`src/verilog/img_cap_pkg.sv`:
```
// Image capture display package: pixel format, test colours and default video timing
package img_cap_pkg;

    //========================================
    // Pixel format
    //========================================
    localparam int pix_w = 24;                          // 8 bits each of R, G, B

    localparam logic [pix_w-1:0] pix_red   = 24'hff_00_00;  // Red byte on top
    localparam logic [pix_w-1:0] pix_blue  = 24'h00_00_ff;  // Blue byte at bottom
    localparam logic [pix_w-1:0] pix_black = 24'h00_00_00;  // Blanking / underflow fill

    //========================================
    // Video timing, 640x480p60
    //========================================
    localparam int cnt_w = 12;                          // Wide enough for 800 x 525

    // Horizontal, in pixel clocks
    localparam logic [cnt_w-1:0] def_h_active = 12'd640;
    localparam logic [cnt_w-1:0] def_h_fp     = 12'd16;
    localparam logic [cnt_w-1:0] def_h_sync   = 12'd96;
    localparam logic [cnt_w-1:0] def_h_bp     = 12'd48;

    // Vertical, in lines
    localparam logic [cnt_w-1:0] def_v_active = 12'd480;
    localparam logic [cnt_w-1:0] def_v_fp     = 12'd10;
    localparam logic [cnt_w-1:0] def_v_sync   = 12'd2;
    localparam logic [cnt_w-1:0] def_v_bp     = 12'd33;

    //========================================
    // Buffering
    //========================================
    // Power of two so the pointer wrap bit works
    localparam int def_fifo_depth = 16;

endpackage

```
`src/verilog/sync_gen.sv`:
```
// Video timing generator: line and frame counters decoded into raw de, hs and vs
`timescale 1ns/1ps

module sync_gen #(
    parameter logic [img_cap_pkg::cnt_w-1:0] h_active = img_cap_pkg::def_h_active,
    parameter logic [img_cap_pkg::cnt_w-1:0] h_fp     = img_cap_pkg::def_h_fp,
    parameter logic [img_cap_pkg::cnt_w-1:0] h_sync   = img_cap_pkg::def_h_sync,
    parameter logic [img_cap_pkg::cnt_w-1:0] h_bp     = img_cap_pkg::def_h_bp,
    parameter logic [img_cap_pkg::cnt_w-1:0] v_active = img_cap_pkg::def_v_active,
    parameter logic [img_cap_pkg::cnt_w-1:0] v_fp     = img_cap_pkg::def_v_fp,
    parameter logic [img_cap_pkg::cnt_w-1:0] v_sync   = img_cap_pkg::def_v_sync,
    parameter logic [img_cap_pkg::cnt_w-1:0] v_bp     = img_cap_pkg::def_v_bp
) (
    input  logic clk_25_2m,
    input  logic reset,      // Sync, active low
    output logic raw_de,     // Active video
    output logic raw_hs,     // Horizontal sync, active high
    output logic raw_vs      // Vertical sync, active high
);
    import img_cap_pkg::*;

    // Line layout: active | front porch | sync | back porch
    localparam logic [cnt_w-1:0] h_total    = h_active + h_fp + h_sync + h_bp;
    localparam logic [cnt_w-1:0] h_last     = h_total - 1'b1;
    localparam logic [cnt_w-1:0] hs_start   = h_active + h_fp;
    localparam logic [cnt_w-1:0] hs_end     = h_active + h_fp + h_sync;   // First cycle after

    // Frame layout, same order in lines
    localparam logic [cnt_w-1:0] v_total    = v_active + v_fp + v_sync + v_bp;
    localparam logic [cnt_w-1:0] v_last     = v_total - 1'b1;
    localparam logic [cnt_w-1:0] vs_start   = v_active + v_fp;
    localparam logic [cnt_w-1:0] vs_end     = v_active + v_fp + v_sync;

    logic [cnt_w-1:0] h_cnt;   // Pixel within line
    logic [cnt_w-1:0] v_cnt;   // Line within frame
    logic             h_wrap;  // Last pixel of the line

    assign h_wrap = (h_cnt == h_last);

    //========================================
    // Counters
    //========================================
    always_ff @(posedge clk_25_2m) begin
        if (!reset) begin
            h_cnt <= '0;   // Start of first active line
            v_cnt <= '0;
        end else begin
            if (h_wrap) begin
                h_cnt <= '0;
                // Vertical steps once per line
                if (v_cnt == v_last)
                    v_cnt <= '0;
                else
                    v_cnt <= v_cnt + 1'b1;
            end else begin
                h_cnt <= h_cnt + 1'b1;
            end
        end
    end

    //========================================
    // Decode
    //========================================
    // Straight compares against the boundaries, no extra register stage
    assign raw_de = (h_cnt < h_active) && (v_cnt < v_active);
    assign raw_hs = (h_cnt >= hs_start) && (h_cnt < hs_end);
    assign raw_vs = (v_cnt >= vs_start) && (v_cnt < vs_end);   // Whole lines

endmodule

```
`src/verilog/test_src_fsm.sv`:
```
// Simulated camera: writes red and blue pixels in turn once memory is ready
`timescale 1ns/1ps

module test_src_fsm (
    input  logic                          clk_25_2m,
    input  logic                          reset,     // Sync, active low
    input  logic                          ram_rdy,   // Memory ready level
    input  logic                          full,      // FIFO back-pressure
    output logic                          wr_en,
    output logic [img_cap_pkg::pix_w-1:0] wr_data
);
    import img_cap_pkg::*;

    // State encoding
    localparam logic [1:0] st_idle = 2'd0;
    localparam logic [1:0] st_red  = 2'd1;
    localparam logic [1:0] st_blue = 2'd2;

    logic [1:0] state;
    logic [1:0] next_col;   // Colour to send on the next write

    //========================================
    // State register
    //========================================
    always_ff @(posedge clk_25_2m) begin
        if (!reset) begin
            state    <= st_idle;
            next_col <= st_red;                // Sequence opens with red
        end else begin
            case (state)
                st_idle: begin
                    // Hold here on a stall, next_col keeps its place
                    if (ram_rdy && !full)
                        state <= next_col;
                end
                st_red: begin
                    state    <= st_idle;       // One write, then back
                    next_col <= st_blue;
                end
                st_blue: begin
                    state    <= st_idle;
                    next_col <= st_red;
                end
                default: state <= st_idle;     // Unused code
            endcase
        end
    end

    //========================================
    // Write decode
    //========================================
    // No write in idle, so full cannot rise between the check and the write
    always_comb begin
        wr_en   = 1'b0;
        wr_data = pix_black;
        case (state)
            st_red: begin
                wr_en   = 1'b1;
                wr_data = pix_red;
            end
            st_blue: begin
                wr_en   = 1'b1;
                wr_data = pix_blue;
            end
            default: ;
        endcase
    end

endmodule

```
`src/verilog/pixel_fifo.sv`:
```
// Pixel FIFO: single clock, show-ahead head word, full and empty from the pointers
`timescale 1ns/1ps

module pixel_fifo #(
    parameter int fifo_depth = img_cap_pkg::def_fifo_depth   // Power of two, 4 or more
) (
    input  logic                          clk_25_2m,
    input  logic                          reset,     // Sync, active low
    input  logic                          wr_en,
    input  logic [img_cap_pkg::pix_w-1:0] wr_data,
    input  logic                          rd_en,     // Pop the head word
    output logic [img_cap_pkg::pix_w-1:0] rd_data,   // Head word, no read delay
    output logic                          full,
    output logic                          empty
);
    import img_cap_pkg::*;

    localparam int addr_w = $clog2(fifo_depth);

    logic [pix_w-1:0] mem [fifo_depth];   // Storage
    logic [addr_w:0]  wr_ptr;             // Top bit counts laps
    logic [addr_w:0]  rd_ptr;
    logic             do_wr;
    logic             do_rd;

    //========================================
    // Flags
    //========================================
    // Same lap and same slot means nothing stored
    assign empty = (wr_ptr == rd_ptr);
    // Writer one lap ahead on the same slot
    assign full  = (wr_ptr[addr_w] != rd_ptr[addr_w]) &&
                   (wr_ptr[addr_w-1:0] == rd_ptr[addr_w-1:0]);

    assign do_wr = wr_en && !full;    // Overflow write dropped
    assign do_rd = rd_en && !empty;

    //========================================
    // Pointers
    //========================================
    // Independent updates, so a push with a pop keeps the count
    always_ff @(posedge clk_25_2m) begin
        if (!reset) begin
            wr_ptr <= '0;
            rd_ptr <= '0;
        end else begin
            if (do_wr)
                wr_ptr <= wr_ptr + 1'b1;
            if (do_rd)
                rd_ptr <= rd_ptr + 1'b1;
        end
    end

    // Storage array
    always_ff @(posedge clk_25_2m) begin
        if (do_wr)
            mem[wr_ptr[addr_w-1:0]] <= wr_data;
    end

    assign rd_data = mem[rd_ptr[addr_w-1:0]];   // Show-ahead

endmodule

```
`src/verilog/pixel_out.sv`:
```
// HDMI output stage: pops pixels during active video, fills black on underflow, delays syncs
`timescale 1ns/1ps

module pixel_out (
    input  logic                          clk_25_2m,
    input  logic                          reset,      // Sync, active low
    input  logic                          raw_de,
    input  logic                          raw_hs,
    input  logic                          raw_vs,
    input  logic [img_cap_pkg::pix_w-1:0] rd_data,    // FIFO head word
    input  logic                          empty,
    output logic                          rd_en,
    output logic [img_cap_pkg::pix_w-1:0] hdmi_d,
    output logic                          hdmi_de,
    output logic                          hdmi_hs,
    output logic                          hdmi_vs,
    output logic                          underflow   // Sticky until reset
);
    import img_cap_pkg::*;

    logic starve;   // Active pixel with nothing to show

    assign rd_en  = raw_de && !empty;
    assign starve = raw_de && empty;

    //========================================
    // Output registers
    //========================================
    // Everything lines up one cycle after the counters
    always_ff @(posedge clk_25_2m) begin
        if (!reset) begin
            hdmi_d    <= pix_black;
            hdmi_de   <= 1'b0;
            hdmi_hs   <= 1'b0;
            hdmi_vs   <= 1'b0;
            underflow <= 1'b0;
        end else begin
            hdmi_de <= raw_de;
            hdmi_hs <= raw_hs;
            hdmi_vs <= raw_vs;
            // Popped word, else black in blanking or when starved
            hdmi_d  <= rd_en ? rd_data : pix_black;
            if (starve)
                underflow <= 1'b1;   // Latch first miss
        end
    end

endmodule

```
`src/verilog/img_cap_top.sv`:
```
// Image capture display top: test source into pixel FIFO, drained to HDMI by the timing chain
`timescale 1ns/1ps

module img_cap_top #(
    parameter logic [img_cap_pkg::cnt_w-1:0] h_active = img_cap_pkg::def_h_active,
    parameter logic [img_cap_pkg::cnt_w-1:0] h_fp     = img_cap_pkg::def_h_fp,
    parameter logic [img_cap_pkg::cnt_w-1:0] h_sync   = img_cap_pkg::def_h_sync,
    parameter logic [img_cap_pkg::cnt_w-1:0] h_bp     = img_cap_pkg::def_h_bp,
    parameter logic [img_cap_pkg::cnt_w-1:0] v_active = img_cap_pkg::def_v_active,
    parameter logic [img_cap_pkg::cnt_w-1:0] v_fp     = img_cap_pkg::def_v_fp,
    parameter logic [img_cap_pkg::cnt_w-1:0] v_sync   = img_cap_pkg::def_v_sync,
    parameter logic [img_cap_pkg::cnt_w-1:0] v_bp     = img_cap_pkg::def_v_bp,
    parameter int fifo_depth = img_cap_pkg::def_fifo_depth
) (
    input  logic                          clk_25_2m,   // Pixel clock
    input  logic                          reset,       // Sync, active low
    input  logic                          ram_rdy,     // Memory ready level
    output logic [img_cap_pkg::pix_w-1:0] hdmi_d,
    output logic                          hdmi_de,
    output logic                          hdmi_hs,
    output logic                          hdmi_vs,
    output logic                          underflow    // Sticky status lamp
);
    import img_cap_pkg::*;

    // Source side of the FIFO
    logic             wr_en;
    logic [pix_w-1:0] wr_data;
    logic             full;

    // Display side of the FIFO
    logic             rd_en;
    logic [pix_w-1:0] rd_data;
    logic             empty;

    // Raw timing, one cycle ahead of the pins
    logic raw_de;
    logic raw_hs;
    logic raw_vs;

    //========================================
    // Video timing
    //========================================
    sync_gen #(
        .h_active(h_active), .h_fp(h_fp), .h_sync(h_sync), .h_bp(h_bp),
        .v_active(v_active), .v_fp(v_fp), .v_sync(v_sync), .v_bp(v_bp)
    ) i_sync_gen (
        .clk_25_2m(clk_25_2m), .reset(reset),
        .raw_de(raw_de), .raw_hs(raw_hs), .raw_vs(raw_vs)
    );

    //========================================
    // Pixel path
    //========================================
    test_src_fsm i_test_src (
        .clk_25_2m(clk_25_2m), .reset(reset), .ram_rdy(ram_rdy),
        .full(full), .wr_en(wr_en), .wr_data(wr_data)
    );

    pixel_fifo #(.fifo_depth(fifo_depth)) i_pixel_fifo (
        .clk_25_2m(clk_25_2m), .reset(reset),
        .wr_en(wr_en), .wr_data(wr_data),
        .rd_en(rd_en), .rd_data(rd_data),
        .full(full), .empty(empty)
    );

    pixel_out i_pixel_out (
        .clk_25_2m(clk_25_2m), .reset(reset),
        .raw_de(raw_de), .raw_hs(raw_hs), .raw_vs(raw_vs),
        .rd_data(rd_data), .empty(empty), .rd_en(rd_en),
        .hdmi_d(hdmi_d), .hdmi_de(hdmi_de), .hdmi_hs(hdmi_hs), .hdmi_vs(hdmi_vs),
        .underflow(underflow)
    );

endmodule

```
`config.mk`:
```
export PLATFORM = sky130hd
export DESIGN_NAME = img_cap_top
export DESIGN_NICKNAME = d
export VERILOG_FILES = /design/src/verilog/img_cap_pkg.sv /design/src/verilog/sync_gen.sv /design/src/verilog/test_src_fsm.sv /design/src/verilog/pixel_fifo.sv /design/src/verilog/pixel_out.sv /design/src/verilog/img_cap_top.sv
export SDC_FILE = /design/constraint.sdc
export NUM_CORES = 1
export LEC_CHECK = 0
export ABC_AREA = 1
export BUFFER_PORTS_ARGS = -buffer_cell sky130_fd_sc_hd__buf_2
export CELL_PAD_IN_SITES_DETAIL_PLACEMENT = 1
export CELL_PAD_IN_SITES_GLOBAL_PLACEMENT = 1
export CORE_MARGIN = 10
export CORE_UTILIZATION = 40
export DETAILED_ROUTE_END_ITERATION = 12
export GPL_ROUTABILITY_DRIVEN = 1
export MAX_ROUTING_LAYER = met4
export PLACE_DENSITY = 0.72
export SLEW_MARGIN = 20
export SYNTH_ARGS = -nofsm -noshare
export SYNTH_HDL_FRONTEND = slang
export SYNTH_SLANG_ARGS = --single-unit
```
`constraint.sdc`:
```
create_clock -name clk_25_2m -period 1.8 [get_ports clk_25_2m]
set_clock_uncertainty 0.15 [all_clocks]
set_input_delay 0.18 -clock clk_25_2m [delete_from_list [all_inputs] [get_ports clk_25_2m]]
set_output_delay 0.18 -clock clk_25_2m [all_outputs]
set_load 0.02 [all_outputs]
```
==> qor.yml <==
final_layout:
  mostFrequentLayoutCells: "nand2_1 (111), nor2_1 (72), inv_1 (52)"
  drive_gt1_share_pct: 17.8
  fin_cells: 671
  nets: 548
  utilization_pct: 45.9
  antenna_cells: 0
  area_growth_pct: 13.0
  fill_cells: 1205
  layout_commonest_cell: "nand2_1"
global_routing:
  gr-total-overflow: 0
  grt_use_total_pct: 14.6
  antenna_found_initial: 0
  grt_pass1_wl_um: 16700
  grt_max_degree: 22
  first_global_vias: 3448
routing:
  vias_per_cell: 4.79
  drc_errors: 0
  drtIter0Drc: 81
  drt-wirelength-per-cell_um: 14.4
  dr.pass1.iters: 5
  num_vias: 3215
  postRouteAntennaNets: 0
  wl_um: 9700
setup_path:
  crit_path_end_kind: "flip-flop"
  critPathSlowestCell: "dfxtp_1"
  critPathTopFamily: "simple AND/OR/NAND/NOR gates"
  path_class: "reg2reg"
  path_max_fanout: 6
  worstPathCellList: "inv_1 > nand2_1 > nand2_1 > nor2_4 > nand3_4 > nand2_4 > inv_4 > nand2_2 > nor2_1"
  startpoint_type: "flip-flop"
  critical_path_arrival_ns: 1.59
  max_stage_delay_ns: 0.33
  cp_num_buf_inv: 2
  required_ns: 1.69
  cpMostUsedCell: "nand2_1"
clock_tree:
  cts_buffers: 9
  clock_path_buffers: 2
  cts_tree: "done"
  cts-root-buf: "clkbuf_8"
  post_cts_buffers: 0
  cts_htree_levels: 3
  worstSkewPairLatency_ns: 0.35
  cts.sinks: 76
  clkSlewWorstSetupHoldPaths_ns: 0.08
yosys:
  syn_area_sq_um: 3930
  yosys.area.top_type: "edfxtp_1"
  yosys_warnings: 0
  netlist_instances: 500
  yosys_register_bits: 76
  synth_top_cell_area_share_pct: 24.4
  yosysUniqueCellTypes: 32
  synth_area_per_cell_sq_um: 7.86
  synthTopCellsByArea: "edfxtp_1 (24%), dfxtp_1 (22%), nand2_1 (11%)"
  ys_seq_area_share_pct: 46.8
power_and_ir_drop:
  power_mw: 4.56
  p_per_area_nw_per_um2: 1030
  leakage_nw: 1.87
  irDropWorstVdd_mv: 0.437
timing:
  final.period_utilization_pct: 94.4
  setup_viol: 0
  fin_ws_ns: 0.101
  finalMaxSlewViolations: 0
  rsz0062_at_grt: "true"
  hold_viol: 0
  fmax_ghz: 0.589
  worstMarginPinSlew_ns: 0.591
  relSlewSlack_pct: 60.6
  fin_crit_ns: 1.70
floorplanning:
  die_w_um: 119
  coreArea_sq_um: 9680
  die_area_sq_um: 14200
  die-height_um: 119
  initial_utilization_pct: 40.6
  ios: 31
  num_rows: 36
job:
  max_cap_violations: 0
placed_design:
  gp_congestion: 0.812
  placed_cells: 653
  detailed_place_hpwl_um: 7530
  portBuffers: 22
  dp_slack_ns: -0.0142
hold_path:
  hp-class: "reg2reg"
status:
  outcome: "finished, final reports clean"
-- routing by layer --
| layer | GRT usage, % | vias to the layer above | share of wire (%) |
|---|---|---|---|
| met4 | 5.65 | 0 | 1.4 |
| met2 | 26.7 | 30 | 54 |
| met1 | 15.5 | 1537 | 42 |
| met3 | 2.17 | 14 | 2.6 |
| li1 | - | 1634 | - |
| met5 | - | - | 0 |
-- cell usage after synthesis --
| master | n |
|---|---|
| a21oi_1 | 20 |
| a22oi_1 | 1 |
| and2_1 | 1 |
| buf_2 | 1 |
| buf_4 | 24 |
| clkbuf_1 | 5 |
| conb_1 | 1 |
| dfxtp_1 | 44 |
| edfxtp_1 | 32 |
| ha_1 | 12 |
| inv_1 | 52 |
| inv_2 | 6 |
| nand2_1 | 114 |
| nand2_2 | 8 |
| nand2_4 | 1 |
| nand3_1 | 42 |
| nand3_4 | 2 |
| nand3b_1 | 2 |
| nand4_1 | 6 |
| nor2_1 | 80 |
| nor2_2 | 1 |
| nor2_4 | 4 |
| nor3_1 | 7 |
| nor3b_1 | 1 |
| nor4_1 | 1 |
| o211ai_1 | 3 |
| o21ai_0 | 14 |
| o21ai_1 | 1 |
| o22ai_1 | 1 |
| or2_2 | 2 |
| xnor2_1 | 3 |
| xor2_1 | 8 |
-- cell type report --
cell class / instances / area [sq um] / area share, %
Clock buffer: 10 / 128 / 2.87
Multi-Input combinational cell: 343 / 1740 / 39.2
Sequential cell: 76 / 1850 / 41.5
Timing Repair Buffer: 45 / 288 / 6.48
Inverter: 58 / 220 / 4.95
Clock inverter: 6 / 55.1 / 1.24
Tap cell: 133 / 166 / 3.74
-- power breakdown --
group | internal, mW | switching [mW]
combinational | 0.429 | 0.894
clock | 0.627 | 0.634
sequential | 1.89 | 0.0819
total | 2.95 | 1.61
-- repair_timing --
| item | CTS | global route |
|---|---|---|
| cloned | 0 | 0 |
| endpoints found under the setup margin | 14 | 51 |
| resized for setup | 3 | 15 |
| pin swaps | 0 | 3 |
| hold buffers | 2 | 0 |
| endpoints found under the hold margin | 7 | 0 |
-- worst min-delay path, stage by stage (launching register included) --
cell	delay, ns
dfxtp_1	0.33
nand2_1	0.04
o21ai_0	0.06
-- cell families (layout without fill, tap and decap cells) --
| family | Yosys count | in the layout | synth area share (%) |
|---|---|---|---|
| buffers and inverters | 88 | 119 | 10.7 |
| xor gates and xnor gates | 11 | 11 | 2.45 |
| DFF | 76 | 76 | 46.8 |
| adders and majority gates | 12 | 12 | 3.82 |
| and+or+nand+nor | 272 | 272 | 30.7 |
| AOI/OAI and AO/OA | 40 | 40 | 5.38 |
| other | 1 | 8 | 0.0954 |
-- registers in the layout (all words and copies together) (netlist names), 2 cells and up --
register,flops
i_pixel_out.hdmi_d,2
i_test_src.next_col,2
i_pixel_fifo.wr_ptr,5
i_pixel_fifo.rd_ptr,5
i_sync_gen.h_cnt,12
i_sync_gen.v_cnt,12
i_pixel_fifo.mem,32
i_test_src.state,2
-- final timing paths --
check | from | to | slack (ns) | depth (start not counted)
max | i_pixel_fifo.wr_ptr[0] | i_pixel_fifo.mem[1][22] | 0.10 | 9
min | i_pixel_out.underflow | i_pixel_out.underflow | 0.32 | 2
max reg2reg | i_pixel_fifo.wr_ptr[0] | i_pixel_fifo.mem[1][22] | 0.10 | 9
min reg2reg | i_pixel_out.underflow | i_pixel_out.underflow | 0.32 | 2
-- through the flow --
stage,hold WS (ns),cell area (sq um),TNS (ns)
final,0.315,4440,0
after global routing,0.358,4440,-0.00199
after CTS,0.329,4410,0
after detailed placement,0.309,4190,-0.0283
after global placement,0.291,4190,0
after floorplan,0.141,3960,0
Note: power is estimated with default switching activity, not from simulation.
